File: src/source/soc_pkg.sv
// Package with bus widths, word types, address map and timer register offsets
`default_nettype none

package soc_pkg;

   // APB bus widths
   localparam int unsigned ADDR_W = 32;
   localparam int unsigned DATA_W = 32;
   localparam int unsigned STRB_W = DATA_W / 8; // One strobe per byte lane

   typedef logic [ADDR_W-1:0] addr_t;
   typedef logic [DATA_W-1:0] data_t;
   typedef logic [STRB_W-1:0] strb_t;

   // Word address, byte offset bits dropped
   typedef logic [ADDR_W-3:0] word_idx_t;

   // Region selectors, compared against the top address byte
   localparam logic [7:0] BOOT_BASE   = 8'h40;
   localparam logic [7:0] SHARED_BASE = 8'h42;
   localparam logic [7:0] TIMER_BASE  = 8'h44;
   localparam logic [7:0] MAIN_BASE   = 8'h80;

   // Bank sizes in words
   localparam int unsigned BOOT_DEPTH   = 256;
   localparam int unsigned SHARED_DEPTH = 64;
   localparam int unsigned MAIN_DEPTH   = 1024;

   // Decoded target of one transfer
   typedef enum logic [2:0] {
      TGT_BOOT,
      TGT_SHARED,
      TGT_TIMER,
      TGT_MAIN,
      TGT_NONE   // Unmapped, answers with pslverr
   } target_e;

   // Byte offsets inside the timer region
   localparam logic [3:0] TIMER_MTIME_LO = 4'h0;
   localparam logic [3:0] TIMER_MTIME_HI = 4'h4;
   localparam logic [3:0] TIMER_CMP_LO   = 4'h8;
   localparam logic [3:0] TIMER_CMP_HI   = 4'hC;

endpackage

`default_nettype wire
File: src/source/word_ram.sv
// Single-port word RAM with byte write strobes and a registered read port
`default_nettype none
`timescale 1ns/1ps

module word_ram #(
   parameter int unsigned DEPTH = 64
) (
   input  wire                clk_i,
   input  wire                rst_ni,
   input  wire                req_i,
   input  wire                we_i,
   input  soc_pkg::word_idx_t index_i,
   input  soc_pkg::data_t     wdata_i,
   input  soc_pkg::strb_t     wstrb_i,
   output soc_pkg::data_t     rdata_o
);
   import soc_pkg::*;

   localparam int unsigned IDX_W = $clog2(DEPTH);

   data_t             mem [DEPTH];
   logic  [IDX_W-1:0] addr;
   data_t             rdata_q;

   assign addr = index_i[IDX_W-1:0]; // Wraps modulo DEPTH

   always_ff @(posedge clk_i) begin
      if (req_i && we_i) begin
         for (int b = 0; b < STRB_W; b++) begin
            if (wstrb_i[b]) mem[addr][b*8 +: 8] <= wdata_i[b*8 +: 8];
         end
      end
   end

   // Read word captured on the request edge
   always_ff @(posedge clk_i or negedge rst_ni) begin
      if (!rst_ni) begin
         rdata_q <= '0;
      end else if (req_i && !we_i) begin
         rdata_q <= mem[addr];
      end
   end

   assign rdata_o = rdata_q;

endmodule

`default_nettype wire

File: config.mk
export PLATFORM = sky130hd
export DESIGN_NAME = word_ram
export DESIGN_NICKNAME = d
export VERILOG_FILES = /design/src/source/soc_pkg.sv /design/src/source/word_ram.sv
export SDC_FILE = /design/constraint.sdc
export NUM_CORES = 2
export LEC_CHECK = 0
export ABC_AREA = 1
export BUFFER_PORTS_ARGS = -buffer_cell sky130_fd_sc_hd__buf_2
export CAP_MARGIN = 20
export CELL_PAD_IN_SITES_DETAIL_PLACEMENT = 1
export CELL_PAD_IN_SITES_GLOBAL_PLACEMENT = 1
export CORE_UTILIZATION = 25
export CTS_CLUSTER_SIZE = 24
export DETAILED_ROUTE_END_ITERATION = 8
export PLACE_DENSITY = 0.41
export RECOVER_POWER = 100
export SETUP_SLACK_MARGIN = 0.05
export SYNTH_ARGS = -nofsm -noshare
export SYNTH_HDL_FRONTEND = slang
export SYNTH_SLANG_ARGS = --single-unit
File: constraint.sdc
create_clock -name clk_i -period 2.23 [get_ports clk_i]
set_input_delay 0.1115 -clock clk_i [delete_from_list [all_inputs] [get_ports clk_i]]
set_output_delay 0.1115 -clock clk_i [all_outputs]
set_load 0.005 [all_outputs]
==> results by group <==
Pwr
  – Peak supply drop: roughly 0.0006 V
  – Power, Total: approximately 0.09 W
  – Leakage: 43.6 nW
  – PD cells: ~860 nW/µm²

Clock network
  – CTS tree: yes
  – Num CTS Buffers: about 260
  – Clock tree buffer depth: 4
  – Post-CTS Setup Bufs: 0
  – Worst-skew pair later-pin latency: ~890 ps
  – Worst-path clk slew: approximately 60 ps
  – H-tree depth: 5
  – Clock sinks: between 2000 and 2500
  – CTS root buf: clkbuf_16

Floorplan
  – Die Ht: 596 µm
  – IO Pins: approximately 100
  – Die area: 356000 µm²
  – Die width: around 600 µm
  – Initial Util: between 20% and 30%
  – Core Area: between 300000 and 400000 µm²
  – Row count: roughly 220

Logic synthesis
  – Post-synthesis sequential area ratio: 70.6%
  – Number of synthesized flops with an enable pin: 2048
  – Synth Instances: approximately 8800
  – Largest cells by area after synthesis: edfxtp_1 70%, nand2_1 25%, nor2_1 1.4%, buf_2 1.1%, dfrtp_1 0.91%
  – Mux contribution to synthesized area: 0%
  – Average cell area after synthesis: 9.98 µm²
  – FF+latch count, synth: 2080
  – Share of the synthesized area in the top cell type: between 60 and 70%
  – Async SR Flop Fraction: under 10%
  – Synth Area in Compound Gates: 0.145%
  – Synth Area in Adders: 0%
  – Xor-xnor portion of the synthesized cell area: 0%
  – Synth cell types: 24
  – Synth Net Count: just under 9000
  – Post-synthesis simple-gate area fraction: 26.5%
  – Syn. warnings: 0
  – Largest family of logic cells by synthesized area: simple AND/OR/NAND/NOR gates
  – Top_reg_cell synth: edfxtp_1
  – Cell taking the most area after synthesis: edfxtp_1
  – Cell Area, Synth: between 80000 and 90000 µm²

STA
  – Hold violation count in the final report: 0
  – Setup-failing EPs final: 0
  – Final worst setup slack: roughly 7.8 ps
  – Crit path time final: 2220 ps
  – Slew margin rel.: -31.0%
  – Fmax: around 450 MHz
  – Slew @ Worst Pin: slightly below 2000 ps
  – RSZ-0062 raised after global routing: false
  – Max-slew violation count: a little over 900
  – Final worst clock skew: between 20 and 30 ps
  – Fraction of the cycle the final worst path needs: about 100%

Finish
  – Final Instance Area: between 100000 and 150000 µm²
  – Reg area: about 62000 µm²
  – Fin cells: between 10000 and 15000
  – Filler instances: between 30000 and 40000
  – Layout area overhead: 20.7%
  – Fin nets: ~9500
  – Share of cells above drive strength 1: 9.25%
  – Most frequent cells in the layout: 5766 x nand2_1, 2048 x edfxtp_1, 338 x nor2_1
  – Multi-input gate area: ~24000 µm²
  – Most common cell after layout, fill and taps aside: nand2_1

GRT
  – Total grt overflow: 0
  – Largest net degree at the start of global routing: 95
  – Total Routing Usage GR: approximately a fifth
  – First-pass GRT wire length: around 490000 µm
  – Vias in the first global route: about 65000
  – Initial antenna violation count: 36

Critical path
  – Slowest cell on the critical path: clkbuf_1
  – Critical Path AT: between 2000 and 3000 ps
  – Worst Path Required: around 2700 ps
  – Critical path class: input pin to flop
  – Most frequent CP cell: clkbuf_1
  – CP startpoint kind: input pin
  – Crit Path Max Fanout: 8
  – CP bufs+invs: 6
  – Slowest stage delay, CP: 530 ps
  – Cells along the critical path: clkbuf_2 -> clkbuf_1 -> nand2_1 -> nor2_1 -> buf_4 -> clkbuf_4 -> nand2_1 -> clkbuf_1 -> nor2_1 -> clkbuf_1
  – Setup crit end kind: flop
  – Cell family with most CP delay: buffers and inverters

Drt
  – Post-DRT Antenna Nets: 0
  – Via count: approximately 63000
  – Vias/cell: ~4.4
  – Drt drc: 0
  – Initial detailed-routing violation count: roughly 3700
  – First-pass iteration count of the detailed router: 5
  – WL/cell: around 24 µm
  – Final WL: 343000 µm

Run status
  – Outcome: complete, but fails checks
  – Failing checks: max-capacitance violations, max-slew violations

Job
  – Max Cap Viol: 18

Placed design
  – DP Cell Count: about 14000
  – Place WS: -311 ps
  – Post-DP HPWL: 227000 µm
  – Placed cell area: around 100000 µm²
  – GPL Wtd Cong: 0.779
  – Port Buffer Count: 77

Hold path
  – Hold Path Class: input pin to flop
-- layout make-up --
cell class,instances,area share [%]
antenna,9,0.0211
clock buffer,330,6.65
clock inverter,140,1.14
inverter,89,0.351
multi-input combinational,6218,22.2
sequential,2080,58.5
tap,4708,5.53
timing repair buffer,780,5.63
-- worst register-to-register path, stage by stage, from the launching register on --
cell and delay [ps]:
edfxtp_1 370, nand2_1 90, nand2_1 50, nand2_1 80, nand2_1 80, nand2_1 80
nand2_1 50, nand2_1 50, nand2_1 140, nor2_1 300, buf_4 170, nand3_1 110
clkbuf_4 170, nand2_1 50, inv_1 40
-- registers in the layout (all words and copies together), names as in the netlist --
signal and flops:
rdata_o 32, mem 2048
-- timing repair --
| item | in CTS | in global routing |
|---|---|---|
| endpoints found under the hold margin | 2036 | 0 |
| hold buffers | 36 | 0 |
| setup endpoints to repair | 1 | 0 |
| gates resized for setup | 1 | 0 |
-- stage by stage --
step	hold slack, ps	setup TNS [ps]	utilization [%]
6_report	158	0	30.4
2_1_floorplan	-184	0	-
3_5_place_dp	119	-66760	28.5
4_1_cts	27.6	0	31.0
5_1_grt	137	0	30.4
3_3_place_gp	118	-63660	28.5
-- cell usage after synthesis (2+ instances only) --
master,number
buf_2,194
nand3_1,47
buf_4,24
edfxtp_1,2048
dfrtp_1,32
buf_1,35
nor3_1,8
nor2_1,332
o211ai_1,4
a21oi_1,10
inv_1,86
nor2_2,9
o21ai_0,2
clkbuf_1,203
buf_6,4
nand2_1,5766
o21ai_1,6
or2_2,31
-- kinds of logic (layout without fill, tap and decap cells) --
| family | after synthesis | count (layout) |
|---|---|---|
| flip-flops | 2080 | 2080 |
| AND/OR/NAND/NOR | 6195 | 6195 |
| buffers and inverters | 549 | 1339 |
| AO/OA/AOI/OAI | 23 | 23 |
| other | 0 | 9 |
-- final timing paths --
check / startpoint / end / slack [ps] / cells after the start
max reg2reg: mem[40][21] / rdata_o[21] / 310 / 14
min: req_i / mem[59][30] / 160 / 3
max in group asynchronous: rst_ni / rdata_o[23] / 430 / 4
min in group asynchronous: rst_ni / rdata_o[10] / 900 / 4
max: index_i[1] / mem[30][20] / 8 / 10
min reg2reg: rdata_o[31] / rdata_o[31] / 560 / 2
-- report_power, final --
part	switching, W	leakage, nW	internal (W)
clock	0.0172	4.06	0.0246
combinational	0.00445	20.8	0.00161
sequential	0.000287	18.8	0.0432
total	0.0220	43.6	0.0694
-- routing by layer --
layer  vias up  track usage [%]  part of all wire [%]
li1      29700                -                     -
met1     31600             26.3                    47
met2       891             31.9                    47
met3       374             2.23                   3.1
met4         0             4.52                   2.6
met5         -                0                     0
Power figures use the tool's default switching activity.
