$ cat src/source/soc_pkg.sv
// Package with bus widths, word types, address map and timer register offsets
`default_nettype none

package soc_pkg;

   // APB bus widths
   localparam int unsigned ADDR_W = 32;
   localparam int unsigned DATA_W = 32;
   localparam int unsigned STRB_W = DATA_W / 8; // One strobe per byte lane

   typedef logic [ADDR_W-1:0] addr_t;
   typedef logic [DATA_W-1:0] data_t;
   typedef logic [STRB_W-1:0] strb_t;

   // Word address, byte offset bits dropped
   typedef logic [ADDR_W-3:0] word_idx_t;

   // Region selectors, compared against the top address byte
   localparam logic [7:0] BOOT_BASE   = 8'h40;
   localparam logic [7:0] SHARED_BASE = 8'h42;
   localparam logic [7:0] TIMER_BASE  = 8'h44;
   localparam logic [7:0] MAIN_BASE   = 8'h80;

   // Bank sizes in words
   localparam int unsigned BOOT_DEPTH   = 256;
   localparam int unsigned SHARED_DEPTH = 64;
   localparam int unsigned MAIN_DEPTH   = 1024;

   // Decoded target of one transfer
   typedef enum logic [2:0] {
      TGT_BOOT,
      TGT_SHARED,
      TGT_TIMER,
      TGT_MAIN,
      TGT_NONE   // Unmapped, answers with pslverr
   } target_e;

   // Byte offsets inside the timer region
   localparam logic [3:0] TIMER_MTIME_LO = 4'h0;
   localparam logic [3:0] TIMER_MTIME_HI = 4'h4;
   localparam logic [3:0] TIMER_CMP_LO   = 4'h8;
   localparam logic [3:0] TIMER_CMP_HI   = 4'hC;

endpackage

`default_nettype wire
$ cat src/source/rtc_timer.sv
// Real-time timer with 64-bit mtime, 64-bit mtimecmp and level timer interrupt
`default_nettype none
`timescale 1ns/1ps

module rtc_timer (
   input  wire                clk_i,
   input  wire                rst_ni,
   input  wire                req_i,
   input  wire                we_i,
   input  soc_pkg::word_idx_t index_i,
   input  soc_pkg::data_t     wdata_i,
   output soc_pkg::data_t     rdata_o,
   output logic               timer_irq_o
);
   import soc_pkg::*;

   logic [2*DATA_W-1:0] mtime_q;
   logic [2*DATA_W-1:0] mtimecmp_q;
   logic [3:0]          reg_off;
   data_t               rd_mux;
   data_t               rdata_q;
   logic                irq_q;

   // Byte offset of the selected register
   assign reg_off = {index_i[1:0], 2'b00};

   always_ff @(posedge clk_i or negedge rst_ni) begin
      if (!rst_ni) begin
         mtime_q    <= '0;
         mtimecmp_q <= '1;   // Keeps the interrupt low out of reset
      end else begin
         mtime_q <= mtime_q + 64'd1;
         // Whole-register writes, strobes not used
         if (req_i && we_i) begin
            case (reg_off)
               TIMER_MTIME_LO: mtime_q[DATA_W-1:0]           <= wdata_i;
               TIMER_MTIME_HI: mtime_q[2*DATA_W-1:DATA_W]    <= wdata_i;
               TIMER_CMP_LO:   mtimecmp_q[DATA_W-1:0]        <= wdata_i;
               TIMER_CMP_HI:   mtimecmp_q[2*DATA_W-1:DATA_W] <= wdata_i;
               default:        ;
            endcase
         end
      end
   end

   always_comb begin
      case (reg_off)
         TIMER_MTIME_LO: rd_mux = mtime_q[DATA_W-1:0];
         TIMER_MTIME_HI: rd_mux = mtime_q[2*DATA_W-1:DATA_W];
         TIMER_CMP_LO:   rd_mux = mtimecmp_q[DATA_W-1:0];
         TIMER_CMP_HI:   rd_mux = mtimecmp_q[2*DATA_W-1:DATA_W];
         default:        rd_mux = '0;
      endcase
   end

   always_ff @(posedge clk_i or negedge rst_ni) begin
      if (!rst_ni) begin
         rdata_q <= '0;
         irq_q   <= 1'b0;
      end else begin
         if (req_i && !we_i) rdata_q <= rd_mux;
         irq_q <= (mtime_q >= mtimecmp_q); // Level, one cycle behind the compare
      end
   end

   assign rdata_o     = rdata_q;
   assign timer_irq_o = irq_q;

endmodule

`default_nettype wire

$ cat config.mk
export PLATFORM = sky130hd
export DESIGN_NAME = rtc_timer
export DESIGN_NICKNAME = d
export VERILOG_FILES = /design/src/source/soc_pkg.sv /design/src/source/rtc_timer.sv
export SDC_FILE = /design/constraint.sdc
export NUM_CORES = 1
export LEC_CHECK = 0
export BUFFER_PORTS_ARGS = -buffer_cell sky130_fd_sc_hd__clkbuf_2
export CAP_MARGIN = 20
export CORE_ASPECT_RATIO = 1.1
export CORE_MARGIN = 2
export CORE_UTILIZATION = 28
export CTS_BUF_LIST = sky130_fd_sc_hd__clkbuf_8
export DETAILED_ROUTE_END_ITERATION = 8
export PLACE_DENSITY = 0.5
export SLEW_MARGIN = 25
export SYNTH_ARGS = -nofsm -noshare
export SYNTH_HDL_FRONTEND = slang
export SYNTH_SLANG_ARGS = --single-unit
export TNS_END_PERCENT = 20
$ cat constraint.sdc
create_clock -name clk_i -period 2.15 [get_ports clk_i]
set_input_delay 0.5375 -clock clk_i [delete_from_list [all_inputs] [get_ports clk_i]]
set_output_delay 0.5375 -clock clk_i [all_outputs]
set_load 0.05 [all_outputs]
==> summary.txt, run 1 <==
Global route
  – All-Layer GR Usage: 15.5%
  – First-pass GRT wire length: 42700 microns
  – Largest net degree at the start of global routing: 65
  – Grt total ovfl: 0
  – Initial antenna violation count: 0
  – Vias in the first global route: 7421

Yosys
  – Warning count from the yosys run: 0
  – Post-synth top area cell: dfrtp_1
  – Synth unique cells: 43
  – Area contributors post-synth: dfrtp_1 (25%), dfstp_2 (18%), mux2_2 (11%)
  – Register area share after synthesis: 43.1%
  – Post-synth EDFFs: 0
  – Main synth FF type: dfrtp_1
  – Syn Nets: 1007
  – Mean Syn Cell Area: 10.9 sq um
  – Commonest cells post-synth: dfrtp_1 (97), mux2_2 (97), inv_1 (72)
  – Gate Count Post-Synth: 876
  – #FFs+latches synth: 161
  – Post-Syn Area: 0.00952 sq mm
  – FFs w/ async S/R, synth: 100%
  – Yosys top cell area share: 25.5%

Detailed routing
  – Antenna Violating Nets Remaining: 0
  – WL/cell: 17.9 microns
  – Via-to-Cell Ratio: 4.85
  – Drc violations: 0
  – Initial DRC count: 417
  – Total Wirelength: 26600 microns
  – Initial DRT Pass Iterations: 5
  – Routed vias: 7190

STA
  – Fmax: 469 MHz
  – Worst-Margin Slew: 438 ps
  – Final WS setup: 19.4 ps
  – Max Clock Skew: 28.4 ps
  – Worst hold slack: 324 ps
  – Count of pins over their slew limit: 0
  – Final hold violations: 0
  – Tmin final: 2130 ps
  – RSZ-0062 raised after global routing: yes
  – Worst rel slew slack: 70.8%
  – Finish-stage setup viols: 0
  – Final Cycle Share: 99.1%

Flow run
  – Max Cap Violations: 0

Layout
  – Final instance area: 0.0117 sq mm
  – Net count reported at finish: 1169
  – Area growth syn-to-layout: 23.3%
  – Fin cells: 1482
  – Layout fillers: 3355
  – Layout cells sized above 1: 40.3%
  – Diode count: 0

Critical path
  – Crit path cell chain: inv_1 -> ha_1 -> a21oi_1 -> nand2_1 -> a221o_1 -> o31a_1 -> nor4_1 -> o21ai_1
  – Worst EP arrival: 2490 ps
  – CP startpoint kind: flip-flop
  – FF-to-FF End: timer_irq_o
  – Critical path class: reg2reg
  – R2r setup slk: 20 ps
  – R2R cell count: 8
  – R2r startpoint: mtimecmp_q[14]
  – Worst Path Required: 2510 ps
  – CP max-delay cell: dfstp_2
  – Crit path max fanout: 3
  – Crit-path max cell delay: 540 ps
  – Worst Setup End Kind: flip-flop

CTS
  – Clock Pin Slew Worst Setup and Hold Paths: 90 ps
  – Clk root buf: clkbuf_8
  – Worst skew pair latency: 490 ps
  – Clk sinks: 161
  – CTS tree: done
  – Htree depth: 4
  – CTS max path bufs: 2
  – Inserted Clock Buffers: 17

Status
  – Status: finished, final reports clean

Placement
  – Dpl ws: -181 ps
  – GP Congestion: 0.807
  – Inst Count DP: 1446
  – Post-DP HPWL: 19900 microns
  – PortBufs: 70
  – Placed Area: 0.0112 sq mm

Power
  – Cell Pwr Density: 996 mW/mm^2
  – Peak VDD IR: 0.416 mV
  – Lkg Pwr: 5.02 nW

Die
  – Row cnt: 70
  – Starting Density: 28.5%
  – Die footprint: 0.0355 sq mm
  – Die Ht: 197 microns
  – Die X: 180 microns
  – # IOs: 99
  – Core area: 0.0334 sq mm

Min path
  – Min-delay src: wdata_i[0]
  – Worst hold path class: in2reg
  – Hold Path Depth: 3
  – Worst Hold End: mtime_q[0]
[area by class of cell]
cell class | count | area, sq um | share of cell area, %
Multi-Input combinational cell | 607 | 5090 | 43.3
Sequential cell | 161 | 4110 | 35.0
Timing Repair Buffer | 179 | 1330 | 11.3
Tap cell | 432 | 541 | 4.60
Inverter | 72 | 270 | 2.30
Clock buffer | 17 | 234 | 1.99
Clock inverter | 14 | 166 | 1.42
[metrics by stage]
step	utilization (%)	total power, mW	TNS, ps
6_report	35.2	11.7	0
5_1_grt	35.2	12.5	-216
4_1_cts	35.0	11.8	0
3_5_place_dp	33.6	9.36	-181
3_3_place_gp	33.6	9.29	-222
2_1_floorplan	-	7.59	-559
[cell families after synthesis]
| kind of cell | after synthesis | share of synthesized area, % |
|---|---|---|
| AOI/OAI and AO/OA | 118 | 6.84 |
| xor gates and xnor gates | 60 | 5.52 |
| adders and majority gates | 65 | 8.54 |
| buffers and inverters | 108 | 4.28 |
| DFF | 161 | 43.1 |
| muxes | 129 | 19.0 |
| and+or+nand+nor | 235 | 12.6 |
[worst max path at each step]
stage / slack [ps] / from / cells after the start / endpoint
after floorplan: -90 / index_i[0] / 4 / rdata_o[25]
after global placement: -200 / mtimecmp_q[5] / 8 / timer_irq_o
after detailed placement: -180 / mtimecmp_q[5] / 8 / timer_irq_o
after CTS: 9 / mtime_q[45] / 7 / mtime_q[60]
after global routing: -70 / mtime_q[33] / 7 / mtime_q[57]
final: 20 / mtimecmp_q[14] / 8 / timer_irq_o
[timing repair]
| item | 4_1_cts | 5_1_grt |
|---|---|---|
| endpoints found under the setup margin | 2 | 25 |
| endpoints found under the hold margin | 20 | 0 |
| pin swaps | 9 | 4 |
| resized for setup | 10 | 13 |
| gates cloned | 0 | 1 |
| setup buffers | 1 | 2 |
| hold buffers | 1 | 0 |
[worst max-delay path, delay by kind of cell, from the launching register on]
family / cells / cell delay, ps
AOI/OAI and AO/OA: 4 / 880
adders and majority gates: 1 / 300
buffers and inverters: 1 / 40
DFF: 1 / 540
and+or+nand+nor: 2 / 260
[state kept, by name, indices dropped and copies added (netlist names)]
register and flops:
mtime_q 64, mtimecmp_q 64, rdata_o 32, timer_irq_o 1
[routing by layer]
| layer | part of all wire (%) | global-route usage [%] | routed length [microns] |
|---|---|---|---|
| met1 | 47 | 20.7 | 12500 |
| met2 | 48 | 25.8 | 12800 |
| met3 | 3.3 | 2.95 | 877 |
| met4 | 1.2 | 4.31 | 326 |
| met5 | 0 | 0 | 0 |
[placed cells by master, fill, tap and decap left out, types with 29 or more instances in the layout]
master    instances
clkbuf_2         69
mux2_2           97
ha_1             65
dfrtp_1          94
nand4_1          40
inv_1            74
a21oi_1          53
nand2_1          61
nor2_1           46
nand3_1          29
o21ai_0          36
xor2_1           35
dfstp_2          64
mux4_2           32
buf_4            93
[where the power goes]
part	internal, mW	switching (mW)	leakage, nW
registers	4.00	0.606	1.79
clock network	1.14	1.21	0.194
logic	2.07	2.68	3.04
Power figures use the tool's default switching activity.
==> run 2, diff against run 1 <==
- RECOVER_POWER: default -> 50
==> summary.txt, run 2 (synthesis results as in run 1) <==
Status
  – Status: finished, final reports clean

STA
  – Max Clock Skew: 24.5 ps
  – RSZ-0062 raised after global routing: yes
  – Fmax: 470 MHz
  – Final Cycle Share: 98.9%
  – Final hold violations: 0
  – Fin Setup TNS: 0 ps
  – Tmin final: 2130 ps
  – Worst-Margin Slew: 1130 ps
  – Count of pins over their slew limit: 0
  – Worst rel slew slack: 24.8%
  – Worst hold slack: 326 ps
  – Finish-stage setup viols: 0

CTS
  – Clk sinks: 161
  – Clk root buf: clkbuf_8
  – CTS max path bufs: 2
  – Clock Pin Slew Worst Setup and Hold Paths: 90 ps
  – CTS tree: done
  – Htree depth: 4
  – Worst skew pair latency: 480 ps
  – Inserted Clock Buffers: 17

Critical path
  – Worst Setup End Kind: flip-flop
  – CP startpoint kind: flip-flop
  – Critical Path Sink: timer_irq_o
  – CP max-delay cell: dfstp_2
  – CP top delay family: compound AO/OA/AOI/OAI gates
  – R2r startpoint: mtimecmp_q[14]
  – Critical path depth: 8
  – Crit path cell chain: inv_1 -> ha_1 -> a21oi_1 -> nand2_1 -> a221o_1 -> o31a_1 -> nor4_1 -> o21ai_1
  – R2R cell count: 8
  – Worst Path Required: 2500 ps
  – R2r setup slk: 20 ps
  – Buffers and inverters on the worst path: 1
  – Worst setup path startpoint: mtimecmp_q[14]
  – Worst EP arrival: 2480 ps
  – Critical path class: reg2reg
  – Crit path max fanout: 3
  – FF-to-FF End: timer_irq_o
  – Crit-path max cell delay: 540 ps

Die
  – Die footprint: 0.0355 sq mm
  – Starting Density: 28.5%
  – Die Ht: 197 microns
  – Die X: 180 microns
  – Row cnt: 70
  – Core area: 0.0334 sq mm
  – # IOs: 99

Detailed routing
  – Initial DRT Pass Iterations: 4
  – Total Wirelength: 26500 microns
  – Initial DRC count: 427
  – Antenna Violating Nets Remaining: 0
  – Routed vias: 7163
  – Via-to-Cell Ratio: 4.83
  – WL/cell: 17.9 microns
  – Drc violations: 0

Global route
  – Initial antenna violation count: 0
  – Grt total ovfl: 0
  – First-pass GRT wire length: 42700 microns
  – All-Layer GR Usage: 15.5%
  – Vias in the first global route: 7421
  – Largest net degree at the start of global routing: 65

Power
  – Logic pwr share: 40.5%
  – Sw power: 4.48 mW
  – Sequential share of power: 39.4%
  – Int Pwr: 7.20 mW
  – Lkg Pwr: 4.98 nW
  – Switch share: 38.3%
  – Clock power frac: 20.0%
  – Cell Pwr Density: 1000 mW/mm^2
  – Peak VDD IR: 0.416 mV

Layout
  – Final core occ: 35.0%
  – Net count reported at finish: 1169
  – Multi-input combinational cell area: 0.00509 sq mm
  – Leading cell type in the layout, fill and taps excluded: mux2_2
  – Most frequent cells in the layout: mux2_2 (97), dfrtp_1 (94), buf_4 (89), inv_1 (74), clkbuf_2 (72)
  – Diode count: 0
  – Seq. cell area: 0.00411 sq mm
  – Layout fillers: 3366
  – Layout cells sized above 1: 40.0%
  – Area growth syn-to-layout: 22.5%

Min path
  – Min-delay src: wdata_i[0]
  – Worst hold path class: in2reg

Flow run
  – Max Cap Violations: 0

Placement
  – GP Congestion: 0.807
  – Post-DP HPWL: 19900 microns
  – PortBufs: 70
==> run 2: changes by cell type in the layout (fill, tap and decap cells not counted) <==
cell and change:
clkbuf_2 +3, clkbuf_4 +2, buf_4 -4, buf_12 -5, clkbuf_1 +3, buf_6 +1
==> run 2: worst min path at each step <==
| stage | endpoint | depth (start not counted) | slack, ps |
|---|---|---|---|
| after floorplan | mtime_q[0] | 0 | 240 |
| after global placement | rdata_o[14] | 1 | 490 |
| after detailed placement | rdata_o[0] | 1 | 490 |
| after CTS | mtime_q[0] | 3 | 290 |
| after global routing | mtime_q[0] | 3 | 310 |
| final | mtime_q[0] | 3 | 330 |
==> run 2: final cells by class <==
class	instances	share of cell area, %
multi-input combinational	607	43.6
sequential	161	35.2
timing repair buffer	179	10.8
tap	432	4.63
inverter	72	2.32
clock buffer	17	2.01
clock inverter	14	1.43
==> run 2: repair_timing <==
action | 4_1_cts | 5_1_grt
hold buffers | 1 | 0
pin swaps | 9 | 4
cloned | 0 | 1
endpoints found under the setup margin | 2 | 25
resized for setup | 10 | 13
endpoints found under the hold margin | 20 | 0
buffers inserted | 1 | 2
==> run 2: metal layers <==
layer / up-vias / part of all wire, % / global-route usage [%]
met5: - / 0 / 0
met4: 0 / 1.4 / 4.31
met3: 23 / 3.1 / 2.95
met2: 117 / 48 / 25.8
met1: 3536 / 47 / 20.7
li1: 3487 / - / -
==> run 2: stage by stage <==
| stage | worst slack [ps] | instances | total power [mW] | area, sq um |
|---|---|---|---|---|
| after floorplan | -93.1 | 876 | 7.59 | 9530 |
| after global placement | -203 | 1446 | 9.29 | 11200 |
| after detailed placement | -181 | 1446 | 9.36 | 11200 |
| after CTS | 9.04 | 1479 | 11.8 | 11700 |
| after global routing | -70.5 | 1482 | 12.5 | 11700 |
| final | 24.1 | 1482 | 11.7 | 11700 |
==> run 2: power by group through the flow <==
stage | registers [mW] | logic (mW) | clock network [mW]
after floorplan | 5.41 | 2.18 | 0
after global placement | 4.65 | 4.64 | 0
after detailed placement | 4.67 | 4.69 | 0
after CTS | 4.61 | 4.79 | 2.44
after global routing | 4.74 | 5.21 | 2.55
final | 4.61 | 4.73 | 2.34
==> run 2: tightest hold or removal path, stage by stage <==
cell and delay (ps):
clkbuf_2 120, nand2_1 50, o21ai_0 60
==> run 3, diff against run 2 <==
- RECOVER_POWER: 50 -> 25
==> summary.txt, run 3 (synthesis results as in run 1) <==
Power
  – Cell Pwr Density: 1000 mW/mm^2
  – Switch share: 38.3%
  – Logic pwr share: 40.5%
  – Int Pwr: 7.20 mW
  – Sequential share of power: 39.4%
  – Design Power: 11.7 mW
  – Clock power frac: 20.0%
  – Lkg Pwr: 4.99 nW
  – Peak VDD IR: 0.416 mV
  – Sw power: 4.48 mW

Critical path
  – CP max-delay cell: dfstp_2
  – Worst EP arrival: 2480 ps
  – R2R cell count: 8
  – CP top delay family: compound AO/OA/AOI/OAI gates
  – Worst Setup End Kind: flip-flop
  – Crit path max fanout: 3
  – Worst setup path startpoint: mtimecmp_q[14]
  – Buffers and inverters on the worst path: 1
  – CP startpoint kind: flip-flop
  – FF-to-FF End: timer_irq_o
  – Worst Path Required: 2500 ps
  – Critical Path Sink: timer_irq_o
  – Critical path depth: 8
  – Crit path cell chain: inv_1 -> ha_1 -> a21oi_1 -> nand2_1 -> a221o_1 -> o31a_1 -> nor4_1 -> o21ai_1
  – R2r setup slk: 20 ps
  – Critical path class: reg2reg
  – R2r startpoint: mtimecmp_q[14]
  – Crit-path max cell delay: 540 ps

Die
  – Die Ht: 197 microns
  – # IOs: 99
  – Row cnt: 70
  – Core area: 0.0334 sq mm
  – Starting Density: 28.5%
  – Die X: 180 microns
  – Die footprint: 0.0355 sq mm

Layout
  – Leading cell type in the layout, fill and taps excluded: mux2_2
  – Layout cells sized above 1: 40.1%
  – Fin cells: 1482
  – Most frequent cells in the layout: mux2_2 (97), dfrtp_1 (94), buf_4 (91), inv_1 (74), clkbuf_2 (72)
  – Diode count: 0
  – Layout fillers: 3363
  – Net count reported at finish: 1169
  – Area growth syn-to-layout: 22.6%

Global route
  – All-Layer GR Usage: 15.5%
  – Grt total ovfl: 0
  – Largest net degree at the start of global routing: 65
  – First-pass GRT wire length: 42700 microns
  – Initial antenna violation count: 0
  – Vias in the first global route: 7421

STA
  – Finish-stage setup viols: 0
  – Fmax: 470 MHz
  – Worst rel slew slack: 24.8%
  – Max Clock Skew: 24.5 ps
  – Final hold violations: 0
  – Count of pins over their slew limit: 0
  – Final Cycle Share: 98.9%
  – RSZ-0062 raised after global routing: yes
  – Tmin final: 2130 ps
  – Final WS setup: 24.1 ps
  – Worst-Margin Slew: 1130 ps

Detailed routing
  – WL/cell: 17.9 microns
  – Total Wirelength: 26500 microns
  – Routed vias: 7162
  – Initial DRC count: 427
  – Via-to-Cell Ratio: 4.83
  – Initial DRT Pass Iterations: 4
  – Drc violations: 0
  – Antenna Violating Nets Remaining: 0

CTS
  – Clk root buf: clkbuf_8
  – Htree depth: 4
  – Clk sinks: 161
  – Clock Pin Slew Worst Setup and Hold Paths: 90 ps
  – CTS tree: done
  – Worst skew pair latency: 480 ps
  – Inserted Clock Buffers: 17
  – CTS max path bufs: 2

Min path
  – Worst hold path class: in2reg

Placement
  – Post-DP HPWL: 19900 microns
  – GP Congestion: 0.807
  – PortBufs: 70
  – Dpl ws: -181 ps
  – Inst Count DP: 1446

Status
  – Status: finished, final reports clean

Flow run
  – Max Cap Violations: 0
[run 3: cell types whose count changed in the layout (fill, tap and decap cells not counted), sizes merged]
cell and delta:
clkbuf -2, buf +2
[run 3: power by group through the flow]
stage                     registers, mW  logic, mW  clock network [mW]
after global routing               4.74       5.21                2.55
after CTS                          4.61       4.79                2.44
final                              4.61       4.73                2.34
after detailed placement           4.67       4.69                   0
after global placement             4.65       4.64                   0
after floorplan                    5.41       2.18                   0
[run 3: final cells by class]
cell class | count | area [sq um] | area share [%]
Multi-Input combinational cell | 607 | 5090 | 43.6
Sequential cell | 161 | 4110 | 35.2
Timing Repair Buffer | 179 | 1270 | 10.9
Tap cell | 432 | 541 | 4.63
Inverter | 72 | 270 | 2.31
Clock buffer | 17 | 234 | 2.00
Clock inverter | 14 | 166 | 1.42
[run 3: what timing repair did]
action / 4_1_cts / 5_1_grt
endpoints found under the setup margin: 2 / 25
setup buffers: 1 / 2
pin swaps: 9 / 4
cloned: 0 / 1
gates resized for setup: 10 / 13
hold endpoints to repair: 20 / 0
hold buffers: 1 / 0
[run 3: worst min path at each step]
stage / slack (ps) / startpoint / depth (start not counted) / end
after floorplan: 240 / rst_ni / 0 / mtime_q[0]
after global routing: 310 / wdata_i[0] / 3 / mtime_q[0]
after global placement: 490 / rdata_o[14] / 1 / rdata_o[14]
final: 330 / wdata_i[0] / 3 / mtime_q[0]
after CTS: 290 / wdata_i[0] / 3 / mtime_q[0]
after detailed placement: 490 / rdata_o[0] / 1 / rdata_o[0]
[run 3: per-layer routing]
| metal | vias to the layer above | routed length (microns) | global-route usage (%) |
|---|---|---|---|
| li1 | 3486 | - | - |
| met1 | 3536 | 12600 | 20.7 |
| met2 | 117 | 12800 | 25.8 |
| met3 | 23 | 826 | 2.95 |
| met4 | 0 | 359 | 4.31 |
| met5 | - | 0 | 0 |
[run 3: stage by stage]
step | hold WS (ps) | TNS [ps] | util (%) | area [sq um]
after floorplan | 242 | -559 | - | 9530
after global routing | 314 | -536 | 35.0 | 11700
final | 326 | 0 | 35.0 | 11700
after CTS | 295 | 0 | 35.0 | 11700
after global placement | 494 | -222 | 33.6 | 11200
after detailed placement | 495 | -181 | 33.6 | 11200
[run 3: worst reg2reg max path: stages, from the launching register on]
cell and delay (ps):
dfstp_2 540, inv_1 40, ha_1 300, a21oi_1 140, nand2_1 90, a221o_1 340, o31a_1 310, nor4_1 170
o21ai_1 90
