File: src/source/soc_pkg.sv
// Package with bus widths, word types, address map and timer register offsets
`default_nettype none

package soc_pkg;

   // APB bus widths
   localparam int unsigned ADDR_W = 32;
   localparam int unsigned DATA_W = 32;
   localparam int unsigned STRB_W = DATA_W / 8; // One strobe per byte lane

   typedef logic [ADDR_W-1:0] addr_t;
   typedef logic [DATA_W-1:0] data_t;
   typedef logic [STRB_W-1:0] strb_t;

   // Word address, byte offset bits dropped
   typedef logic [ADDR_W-3:0] word_idx_t;

   // Region selectors, compared against the top address byte
   localparam logic [7:0] BOOT_BASE   = 8'h40;
   localparam logic [7:0] SHARED_BASE = 8'h42;
   localparam logic [7:0] TIMER_BASE  = 8'h44;
   localparam logic [7:0] MAIN_BASE   = 8'h80;

   // Bank sizes in words
   localparam int unsigned BOOT_DEPTH   = 256;
   localparam int unsigned SHARED_DEPTH = 64;
   localparam int unsigned MAIN_DEPTH   = 1024;

   // Decoded target of one transfer
   typedef enum logic [2:0] {
      TGT_BOOT,
      TGT_SHARED,
      TGT_TIMER,
      TGT_MAIN,
      TGT_NONE   // Unmapped, answers with pslverr
   } target_e;

   // Byte offsets inside the timer region
   localparam logic [3:0] TIMER_MTIME_LO = 4'h0;
   localparam logic [3:0] TIMER_MTIME_HI = 4'h4;
   localparam logic [3:0] TIMER_CMP_LO   = 4'h8;
   localparam logic [3:0] TIMER_CMP_HI   = 4'hC;

endpackage

`default_nettype wire
File: src/source/apb_access_fsm.sv
// APB transfer FSM with address decode, target request strobes and read-data select
`default_nettype none
`timescale 1ns/1ps

module apb_access_fsm (
   input  wire                clk_i,
   input  wire                rst_ni,
   input  wire                psel_i,
   input  wire                penable_i,
   input  wire                pwrite_i,
   input  soc_pkg::addr_t     paddr_i,
   input  soc_pkg::data_t     pwdata_i,
   input  soc_pkg::strb_t     pstrb_i,
   input  soc_pkg::data_t     boot_rdata_i,
   input  soc_pkg::data_t     shared_rdata_i,
   input  soc_pkg::data_t     main_rdata_i,
   input  soc_pkg::data_t     timer_rdata_i,
   output soc_pkg::data_t     prdata_o,
   output logic               pready_o,
   output logic               pslverr_o,
   output logic               boot_req_o,
   output logic               shared_req_o,
   output logic               main_req_o,
   output logic               timer_req_o,
   output logic               we_o,
   output soc_pkg::word_idx_t index_o,
   output soc_pkg::data_t     wdata_o,
   output soc_pkg::strb_t     wstrb_o
);
   import soc_pkg::*;

   typedef enum logic [1:0] {
      IDLE,
      ACCESS,    // First access cycle, target strobed here
      RESPOND    // Wait state done, pready high
   } state_e;

   state_e  state_q, state_d;
   target_e target_d, target_q;
   logic    access_start;

   // Region decode on the top address byte
   always_comb begin
      case (paddr_i[ADDR_W-1:ADDR_W-8])
         BOOT_BASE:   target_d = TGT_BOOT;
         SHARED_BASE: target_d = TGT_SHARED;
         TIMER_BASE:  target_d = TGT_TIMER;
         MAIN_BASE:   target_d = TGT_MAIN;
         default:     target_d = TGT_NONE;
      endcase
   end

   assign access_start = (state_q == ACCESS) && psel_i && penable_i;

   always_comb begin
      state_d = state_q;
      case (state_q)
         IDLE:    if (psel_i && !penable_i) state_d = ACCESS; // Setup cycle seen
         ACCESS:  state_d = access_start ? RESPOND : IDLE;
         default: state_d = IDLE;
      endcase
   end

   always_ff @(posedge clk_i or negedge rst_ni) begin
      if (!rst_ni) begin
         state_q  <= IDLE;
         target_q <= TGT_NONE;
      end else begin
         state_q <= state_d;
         if (access_start) target_q <= target_d; // Held for the response cycle
      end
   end

   // One-cycle strobes towards the targets
   assign boot_req_o   = access_start && (target_d == TGT_BOOT);
   assign shared_req_o = access_start && (target_d == TGT_SHARED);
   assign timer_req_o  = access_start && (target_d == TGT_TIMER);
   assign main_req_o   = access_start && (target_d == TGT_MAIN);

   assign we_o    = access_start && pwrite_i;
   assign index_o = paddr_i[ADDR_W-1:2];
   assign wdata_o = pwdata_i;
   assign wstrb_o = pstrb_i;

   // Response side
   assign pready_o  = (state_q == RESPOND);
   assign pslverr_o = (state_q == RESPOND) && (target_q == TGT_NONE);

   always_comb begin
      case (target_q)
         TGT_BOOT:   prdata_o = boot_rdata_i;
         TGT_SHARED: prdata_o = shared_rdata_i;
         TGT_TIMER:  prdata_o = timer_rdata_i;
         TGT_MAIN:   prdata_o = main_rdata_i;
         default:    prdata_o = '0;
      endcase
   end

endmodule

`default_nettype wire

File: config.mk
export PLATFORM = sky130hd
export DESIGN_NAME = apb_access_fsm
export DESIGN_NICKNAME = d
export VERILOG_FILES = /design/src/source/soc_pkg.sv /design/src/source/apb_access_fsm.sv
export SDC_FILE = /design/constraint.sdc
export NUM_CORES = 1
export LEC_CHECK = 0
export ABC_AREA = 1
export BUFFER_PORTS_ARGS = -buffer_cell sky130_fd_sc_hd__buf_4
export CELL_PAD_IN_SITES_DETAIL_PLACEMENT = 1
export CELL_PAD_IN_SITES_GLOBAL_PLACEMENT = 2
export CORE_UTILIZATION = 10
export DETAILED_ROUTE_END_ITERATION = 16
export PLACE_DENSITY_LB_ADDON = 0.1
export SYNTH_ARGS = -nofsm -noshare
export SYNTH_HDL_FRONTEND = slang
export SYNTH_SLANG_ARGS = --single-unit
File: constraint.sdc
create_clock -name clk_i -period 1.2 [get_ports clk_i]
set_input_delay 0.18 -clock clk_i [delete_from_list [all_inputs] [get_ports clk_i]]
set_output_delay 0.18 -clock clk_i [all_outputs]
set_load 0.01 [all_outputs]
==> flow_metrics.py, run 1 <==
metrics = {
    "cells_and_area": {
        "layout.nets": 649,
        "number_of_fillers_in_the_final_layout": 2146,
        "area_delta_synth_final_pct": 89.6,
        "antenna_cells": 0,
        "fraction_of_final_layout_cells_sized_beyond_drive_strength_1": 0.555,
        "final_cell_area_sq_mm": 0.00336,
    },
    "cts": {
        "clk_transition_reported_paths_ns": 0.03,
        "cts_max_level": 1,
        "cts-root-to-sink-buffers": 2,
        "cts_buffers": 3,
        "cts_tree": "done",
        "skew_pair_late_insertion_delay_ns": 0.22,
        "cts.sinks": 5,
        "cts_root_buf": "clkbuf_16",
    },
    "setup_path": {
        "crit_chain": "nor2_4 > buf_12 > nand3_1 > nand4_1 > buf_4",
        "worstPathMaxFanout": 23,
        "worst-path-stages": 5,
        "critPathBufInv": 2,
        "critical-path-max-stage-delay_ns": 0.63,
        "cp.required_ns": 1.02,
        "timing.critical_path.to_type": "output port",
        "cpMaxStageDelayCell": "dfstp_2",
        "worst_ep_arrival_time_ns": 1.48,
        "worst_r2r_path_depth": 5,
        "critical_path_class": "flip-flop to output port",
        "worstSetupStartpointType": "flip-flop",
        "critical-path-top-delay-family": "flip-flops",
    },
    "grt": {
        "grt_overflow_total": 0,
        "grtUsageMet2": 0.183,
        "gr_util_met1": 0.122,
        "global_route.peak_usage_layer": "met2",
        "groute.layer.met3.usage": 0.0224,
        "first_global_vias": 2733,
        "grt_antenna_before_repair": 0,
        "grt_first_pass_wirelength_um": 14600,
        "gr-usage-all-layers": 0.102,
        "grt_start_max_net_pins": 25,
    },
    "route": {
        "ant_nets": 0,
        "drtPass1Iterations": 4,
        "route.detailed.wl_per_inst_um": 14.5,
        "post-route-drc-count": 0,
        "vias_per_cell": 3.82,
        "route.final.wire_length_um": 9750,
        "first_iter_violations": 32,
        "dr_total_vias": 2568,
    },
    "timing": {
        "fin_tns_setup_ns": -15.61,
        "worst_clock_skew_ns": 0.00197,
        "setup_ws_ns": -0.457,
        "hold_violations": 0,
        "timing_limited_maximum_frequency_mhz": 604,
        "slew_viol_final": 0,
        "min_period_over_period": 1.38,
        "rsz_0062_raised_after_global_routing": "true",
        "period_minus_slack_ns": 1.66,
        "setup-violations-final": 39,
        "relSlewSlack": 0.774,
        "timing_worst_slew_pin_value_ns": 0.340,
    },
    "placement": {
        "post-place-ws_ns": -0.276,
        "buffer_ports.inserted": 187,
        "place_hpwl_um": 7760,
        "gp_congestion": 0.702,
        "postPlaceCellArea_sq_mm": 0.00313,
    },
    "die": {
        "floorplan.initialDensity": 0.103,
        "die_h_um": 135,
        "placement_rows": 48,
        "top_level_ports": 306,
        "floorplan.die_area_sq_mm": 0.0183,
        "die_x_um": 135,
        "core_area_sq_mm": 0.0173,
    },
    "pwr": {
        "static-leakage-power_nw": 1.62,
        "power.ir.vdd_worst_mv": 0.316,
        "pwr_density_cell_mw_per_mm2": 853,
        "p_total_w": 0.00287,
    },
    "synth": {
        "yosysUniqueCellTypes": 18,
        "synth.largest_area_cell": "buf_4",
        "yosysTopAreaCellShare": 0.283,
        "syn_nets": 509,
        "synth_area_leaders": "buf_4 28%, nand3_1 19%, nand2_1 17%, nand4_1 12%, dfrtp_1 5.6%",
        "seq_area_frac_synth": 0.0712,
        "yosys_reg_bits": 5,
        "synth_warnings": 0,
        "post_synth.cell_area_avg_sq_um": 5.76,
        "synth.cell_area_sq_mm": 0.00177,
        "syn_inst": 308,
    },
    "job": {
        "maxCapViolations": 0,
    },
    "hold_path": {
        "holdPathStages": 2,
        "worst_hold_path_type": "input pin to flip-flop",
    },
    "run_status": {
        "failing_checks": "setup timing",
        "run_status": "finished, violations left",
    },
}
-- layout by cell type (no fill, tap or decap) --
master,n
buf_4,204
nand2_1,72
nand3_1,64
nand4_1,34
inv_1,12
nor2_1,11
buf_6,9
nand2_2,7
buf_12,6
nor3_4,3
o21ai_2,3
clkbuf_16,3
dfrtp_1,3
inv_4,2
nor2_4,2
nand3_2,2
nor2_2,2
inv_2,1
nand3_4,1
nor3_2,1
nor4_1,1
clkbuf_1,1
dlygate4sd3_1,1
dfrtp_2,1
dfstp_2,1
-- report_power, final --
group	switching, W	internal, W
registers	0.0000420	0.000198
clock network	0.000105	0.000440
logic	0.000987	0.00110
-- repair_timing --
item | in CTS | in global routing
hold buffers | 1 | 0
setup buffers | 2 | 2
setup endpoints to repair | 38 | 42
hold endpoints to repair | 5 | 0
gates resized for setup | 12 | 25
pin swaps | 3 | 5
-- kinds of logic after synthesis --
family,share of synthesized area
flops,0.0712
simple gates,0.546
buf+inv,0.374
compound gates,0.00846
-- worst reg2reg max path: stages (launching register included) --
cell and delay [ns]:
dfrtp_1 0.40, nor3_4 0.31, buf_6 0.16, buf_6 0.08, nand4_1 0.10, nand2_1 0.08
-- stage by stage --
stage / utilization / hold slack [ns] / std cells
after CTS: 0.189 / 0.133 / 671
after floorplan: - / -0.116 / 308
after global placement: 0.181 / -0.00979 / 664
final: 0.195 / 0.132 / 672
after global routing: 0.195 / 0.142 / 672
after detailed placement: 0.181 / -0.00913 / 664
-- layout make-up --
class | count | area [sq um] | area share
tap | 225 | 282 | 0.0837
sequential | 5 | 128 | 0.0379
timing repair buffer | 220 | 1760 | 0.524
multi-input combinational | 203 | 1050 | 0.313
clock buffer | 4 | 78.8 | 0.0234
inverter | 15 | 61.3 | 0.0182
-- state kept, by name, summed over array words and instances, names as in the netlist --
register,cells
target_q,3
state_q,2
-- per-layer routing --
layer	vias up	wire length (um)	part of all wire
met4	0	166	0.017
li1	1248	-	-
met5	-	0	0
met1	1188	3940	0.40
met3	16	786	0.081
met2	116	4860	0.50
-- cell usage after synthesis --
master,instances
inv_1,13
nor2_1,14
buf_1,3
buf_2,12
nand2_1,79
dfstp_2,1
nor3_1,1
nor2_4,1
o21ai_0,2
o21ai_1,1
dfrtp_1,4
nand3_1,67
buf_6,3
buf_4,67
nor4_1,1
nand4_1,34
nor3_4,3
inv_2,2
-- final timing paths --
check	startpoint	end	slack (ns)
min in group asynchronous	rst_ni	target_q[1]	0.31
hold / removal	penable_i	state_q[0]	0.13
max in group asynchronous	rst_ni	target_q[2]	0.69
hold reg to reg	state_q[0]	state_q[0]	0.56
setup / recovery	target_q[2]	prdata_o[2]	-0.46
setup reg to reg	state_q[1]	target_q[2]	0.02
(Power assumes the default switching activity.)
==> inputs of run 2 (changes only) <==
CORE_UTILIZATION = 11   (was 10)
clock period = 2.1 ns   (was 1.2 ns; I/O delays follow)
==> run 2 against run 1 <==
- the flow now finishes without violations
- critical path depth up 1
- via count down 3.8%
- hold slack better by 0.13 ns
- register-to-register slack better by 1.0 ns
- flip-flop and latch count unchanged
- clock power down 43%
- total power down 43%
- first-iteration DRC count up 50%
- utilization up 0.20 points
- critical endpoint is now prdata_o[19]
- largest cell class unchanged
==> flow_metrics.py, run 2 (same netlist as run 1, synthesis figures left out) <==
metrics = {
    "route": {
        "ant_nets": 0,
        "route.detailed.wl_per_inst_um": 15.5,
        "dr_total_vias": 2470,
        "post-route-drc-count": 0,
        "drtPass1Iterations": 4,
        "route.final.wire_length_um": 10000,
        "first_iter_violations": 48,
        "vias_per_cell": 3.82,
    },
    "timing": {
        "hold_violations": 0,
        "timing_limited_maximum_frequency_mhz": 503,
        "timing_worst_slew_pin_value_ns": 0.407,
        "worst_clock_skew_ns": 0.00208,
        "setup-violations-final": 0,
        "slew_viol_final": 0,
        "min_period_over_period": 0.947,
        "relSlewSlack": 0.728,
        "rsz_0062_raised_after_global_routing": "false",
        "period_minus_slack_ns": 1.99,
    },
    "cts": {
        "cts.sinks": 5,
        "cts-root-to-sink-buffers": 2,
        "cts_root_buf": "clkbuf_16",
        "cts_max_level": 1,
        "skew_pair_late_insertion_delay_ns": 0.22,
        "cts_buffers": 3,
        "clk_transition_reported_paths_ns": 0.03,
        "cts_tree": "done",
    },
    "die": {
        "die_h_um": 129,
        "placement_rows": 46,
        "die_x_um": 129,
        "floorplan.initialDensity": 0.112,
        "core_area_sq_mm": 0.0158,
        "top_level_ports": 306,
        "floorplan.die_area_sq_mm": 0.0166,
    },
    "grt": {
        "grt_antenna_before_repair": 0,
        "grt_overflow_total": 0,
        "grt_start_max_net_pins": 28,
        "grtUsageMet2": 0.208,
        "gr-usage-all-layers": 0.111,
        "global_route.peak_usage_layer": "met2",
        "grt_first_pass_wirelength_um": 14200,
        "groute.layer.met3.usage": 0.0270,
        "first_global_vias": 2600,
        "gr_util_met1": 0.128,
    },
    "setup_path": {
        "cpMaxStageDelayCell": "dfstp_2",
        "critical-path-max-stage-delay_ns": 0.65,
        "worstPathMaxFanout": 16,
        "worst_ep_arrival_time_ns": 1.67,
        "critical_path_class": "flip-flop to output port",
        "timing.critical_path.mode_cell": "buf_6",
        "worst_r2r_path_depth": 3,
        "cp.required_ns": 1.78,
        "timing.critical_path.to_type": "output port",
        "crit_chain": "buf_6 > nor3_4 > buf_6 > nand2_1 > nand4_1 > buf_4",
        "worstSetupStartpointType": "flip-flop",
    },
    "hold_path": {
        "holdPathStages": 2,
        "worst_hold_path_type": "input pin to flip-flop",
    },
    "cells_and_area": {
        "final_core_utilization": 0.197,
        "most_common_library_cell_in_the_layout_ignoring_fill_and_taps": "buf_4",
        "number_of_fillers_in_the_final_layout": 1970,
        "layout.cells.most_common_list": "194 x buf_4, 79 x nand2_1, 67 x nand3_1",
        "final_cell_area_sq_mm": 0.00311,
        "largest_register_ff_count": 3,
        "top_register": "target_q",
        "fraction_of_final_layout_cells_sized_beyond_drive_strength_1": 0.497,
        "area_delta_synth_final_pct": 75.3,
        "layout.nets": 633,
        "antenna_cells": 0,
        "largest_registers": "target_q (3), state_q (2)",
    },
    "pwr": {
        "power_switching_w": 0.000675,
        "seqPwrFrac": 0.090,
        "pwr_density_cell_mw_per_mm2": 522,
        "cellInternalPower_w": 0.000948,
        "clockPowerShare": 0.190,
        "p_total_w": 0.00162,
        "comb_power_share": 0.720,
        "sw_frac_of_total": 0.416,
        "power.ir.vdd_worst_mv": 0.223,
        "static-leakage-power_nw": 1.50,
    },
    "placement": {
        "postPlaceCellArea_sq_mm": 0.00294,
        "buffer_ports.inserted": 187,
        "gp_congestion": 0.683,
        "place_hpwl_um": 7270,
    },
    "run_status": {
        "run_status": "complete, no violations",
    },
    "job": {
        "maxCapViolations": 0,
    },
}
[run 2: cell types whose count changed in the layout (fill, tap and decap cells not counted), sizes merged]
cell / before / now
nor2: 15 / 18
buf: 219 / 200
[run 2: worst paths after layout]
check	slack [ns]	end	startpoint
min in group asynchronous	0.43	target_q[0]	rst_ni
worst min-delay path	0.26	state_q[0]	penable_i
worst max register to register	1.02	target_q[1]	state_q[1]
max in group asynchronous	1.47	target_q[2]	rst_ni
worst min register to register	0.49	state_q[0]	state_q[0]
worst max-delay path	0.11	prdata_o[19]	target_q[2]
[run 2: cell type report]
type	instances	area, sq um	share of cell area
timing repair buffer	201	1560	0.502
multi-input combinational	206	1020	0.327
tap	216	270	0.0869
sequential	5	128	0.0410
clock buffer	4	78.8	0.0253
inverter	15	56.3	0.0181
[run 2: stage by stage]
| stage | setup WS, ns | std cells | TNS (ns) | hold WS, ns |
|---|---|---|---|---|
| floorplan | 0.710 | 308 | 0 | 0.0194 |
| global placement | -0.0806 | 636 | -0.799 | 0.120 |
| detailed placement | -0.106 | 636 | -1.03 | 0.124 |
| CTS | 0.0263 | 643 | 0 | 0.261 |
| global route | 0.0106 | 647 | 0 | 0.265 |
| finish | 0.111 | 647 | 0 | 0.260 |
[run 2: per-layer routing]
metal / vias up / wire [um]
met5: - / 0
met4: 0 / 48
met3: 8 / 861
met2: 127 / 5160
met1: 1114 / 3950
li1: 1221 / -
[run 2: critical path, delay by kind of cell, from the launching register on]
kind,cells,cell delay [ns]
AND/OR/NAND/NOR,3,0.27
flip-flops,1,0.65
buffers and inverters,3,0.52
[run 2: timing repair]
item                       in CTS  in global routing
setup buffers                   0                  3
setup endpoints to repair      32                 26
gates cloned                    2                  1
hold endpoints to repair        4                  0
pin swaps                       1                  1
hold buffers                    1                  0
gates resized for setup         2                  5
[run 2: power groups by stage]
| stage | sequential, W | combinational [W] | clock, W |
|---|---|---|---|
| after global routing | 0.000150 | 0.00130 | 0.000325 |
| after global placement | 0.000127 | 0.00111 | 0 |
| after CTS | 0.000140 | 0.00115 | 0.000313 |
| final | 0.000146 | 0.00117 | 0.000308 |
| after floorplan | 0.000130 | 0.000588 | 0 |
| after detailed placement | 0.000128 | 0.00111 | 0 |
==> inputs of run 3 (changes only) <==
CELL_PAD_IN_SITES_DETAIL_PLACEMENT = 0   (was 1)
CELL_PAD_IN_SITES_GLOBAL_PLACEMENT = 1   (was 2)
CORE_AREA = 4 4 117 119   (was default)
CORE_UTILIZATION = default   (was 11)
DIE_AREA = 0 0 121 123   (was default)
==> run 3 against run 2 <==
- design area is 3.8% lower
- highest routed layer unchanged
- clock skew shrank 0.0018 ns
- non-clock buffer count down 2
- combinational power decreased by 5%
- total power decreased by 4.8%
- largest cell class unchanged
- via count rose by 0.28%
- first-iteration DRC count increased by 33%
- clock power barely moved
- utilization increased by 4.2 points
- sequential share of layout area increased by 0.12 points
- flip-flop and latch count unchanged
==> flow_metrics.py, run 3 (same netlist as run 1, synthesis figures left out) <==
metrics = {
    "run_status": {
        "run_status": "complete, no violations",
    },
    "setup_path": {
        "timing.critical_path.mode_cell": "buf_4",
        "worstPathMaxFanout": 22,
        "critical-path-max-stage-delay_ns": 0.46,
        "crit_chain": "inv_2 > nor3_4 > buf_4 > nand2_1 > nand4_1 > buf_4",
        "critical_path_class": "flip-flop to output port",
        "cp.required_ns": 1.78,
        "worstSetupStartpointType": "flip-flop",
        "reg2reg_setup_slack_ns": 1.03,
        "worst_ep_arrival_time_ns": 1.63,
        "cpMaxStageDelayCell": "dfrtp_1",
        "critical-path-top-delay-family": "buffers and inverters",
        "critPathBufInv": 3,
        "timing.critical_path.to_type": "output port",
    },
    "grt": {
        "first_global_vias": 2462,
        "grt_start_max_net_pins": 35,
        "gr-usage-all-layers": 0.113,
        "grt_antenna_before_repair": 0,
        "grt_overflow_total": 0,
        "grt_first_pass_wirelength_um": 13600,
    },
    "cells_and_area": {
        "number_of_fillers_in_the_final_layout": 1458,
        "antenna_cells": 0,
        "largest_registers": "target_q (3), state_q (2)",
        "layout.cells.most_common_list": "196 x buf_4, 79 x nand2_1, 67 x nand3_1",
        "area_delta_synth_final_pct": 68.7,
        "most_common_library_cell_in_the_layout_ignoring_fill_and_taps": "buf_4",
        "layout.nets": 629,
        "largest_register_ff_count": 3,
        "fraction_of_final_layout_cells_sized_beyond_drive_strength_1": 0.489,
        "top_register": "target_q",
        "seq_area_sq_um": 126,
        "final_cell_area_sq_mm": 0.00299,
        "multiInputGateArea_sq_um": 995,
    },
    "timing": {
        "relSlewSlack": 0.674,
        "min_period_over_period": 0.925,
        "worst_clock_skew_ns": 0.000282,
        "timing_limited_maximum_frequency_mhz": 515,
        "timing_worst_slew_pin_value_ns": 0.488,
        "period_minus_slack_ns": 1.94,
        "fin_tns_setup_ns": 0,
        "setup-violations-final": 0,
        "rsz_0062_raised_after_global_routing": "false",
        "hold_violations": 0,
        "slew_viol_final": 0,
    },
    "cts": {
        "cts_buffers": 3,
        "cts_max_level": 1,
        "cts-root-to-sink-buffers": 2,
        "cts_tree": "done",
        "cts_root_buf": "clkbuf_16",
        "clk_transition_reported_paths_ns": 0.03,
        "cts.sinks": 5,
        "skew_pair_late_insertion_delay_ns": 0.22,
    },
    "route": {
        "vias_per_cell": 4.14,
        "route.final.wire_length_um": 9250,
        "route.detailed.wl_per_inst_um": 15.4,
        "post-route-drc-count": 0,
        "first_iter_violations": 64,
        "drtPass1Iterations": 4,
        "ant_nets": 0,
        "dr_total_vias": 2477,
    },
    "pwr": {
        "p_total_w": 0.00155,
        "static-leakage-power_nw": 1.48,
        "power.ir.vdd_worst_mv": 0.255,
        "pwr_density_cell_mw_per_mm2": 516,
    },
    "placement": {
        "buffer_ports.inserted": 187,
        "gp_congestion": 0.690,
        "postPlaceCellArea_sq_mm": 0.00288,
        "place_hpwl_um": 7040,
    },
    "die": {
        "core_area_sq_mm": 0.0126,
        "top_level_ports": 306,
        "placement_rows": 41,
        "die_h_um": 123,
        "floorplan.initialDensity": 0.141,
        "floorplan.die_area_sq_mm": 0.0149,
        "die_x_um": 121,
    },
    "job": {
        "maxCapViolations": 0,
    },
    "hold_path": {
        "worst_hold_path_type": "input pin to flip-flop",
    },
}
## run 3: cell types whose count changed in the layout (fill, tap and decap cells not counted)
| cell | before | now |
|---|---|---|
| dfrtp_2 | 1 | 0 |
| nor2_4 | 4 | 2 |
| buf_4 | 194 | 196 |
| dfrtp_1 | 3 | 4 |
| buf_12 | 3 | 2 |
| buf_6 | 3 | 0 |
## run 3: path summary, 6_finish.rpt
kind	endpoint	cells past startpoint	start
max	prdata_o[26]	6	target_q[1]
min	state_q[0]	2	penable_i
max reg2reg	target_q[1]	3	state_q[1]
min reg2reg	state_q[0]	1	state_q[0]
max in group asynchronous	target_q[2]	2	rst_ni
min in group asynchronous	target_q[0]	2	rst_ni
## run 3: area by class of cell
class	count	area share
clock buffer	4	0.0263
sequential	5	0.0422
multi-input combinational	204	0.332
tap	172	0.0719
inverter	15	0.0188
timing repair buffer	199	0.508
## run 3: power by group
part	switching [W]	internal (W)	leakage (nW)
Clock	0.0000563	0.000251	0.0382
Sequential	0.0000195	0.000112	0.0645
Combinational	0.000552	0.000554	1.38
Total	0.000628	0.000918	1.48
## run 3: what timing repair did
item	4_1_cts	5_1_grt
setup endpoints to repair	18	30
gates cloned	1	0
resized for setup	0	1
hold buffers	1	0
buffers inserted	0	2
pin swaps	1	1
hold endpoints to repair	4	0
## run 3: routing by layer
layer,GRT usage,part of all wire
met1,0.140,0.39
met2,0.202,0.50
met3,0.0297,0.095
met4,0.0156,0.0095
met5,0,0
## run 3: stage by stage
stage	hold WS (ns)	instances	setup slack (ns)	utilization
final	0.253	599	0.158	0.238
after global routing	0.266	599	0.00951	0.238
after CTS	0.253	597	0.00795	0.237
after detailed placement	0.122	591	0.118	0.229
after global placement	0.120	591	0.0979	0.229
after floorplan	0.0194	308	0.710	-
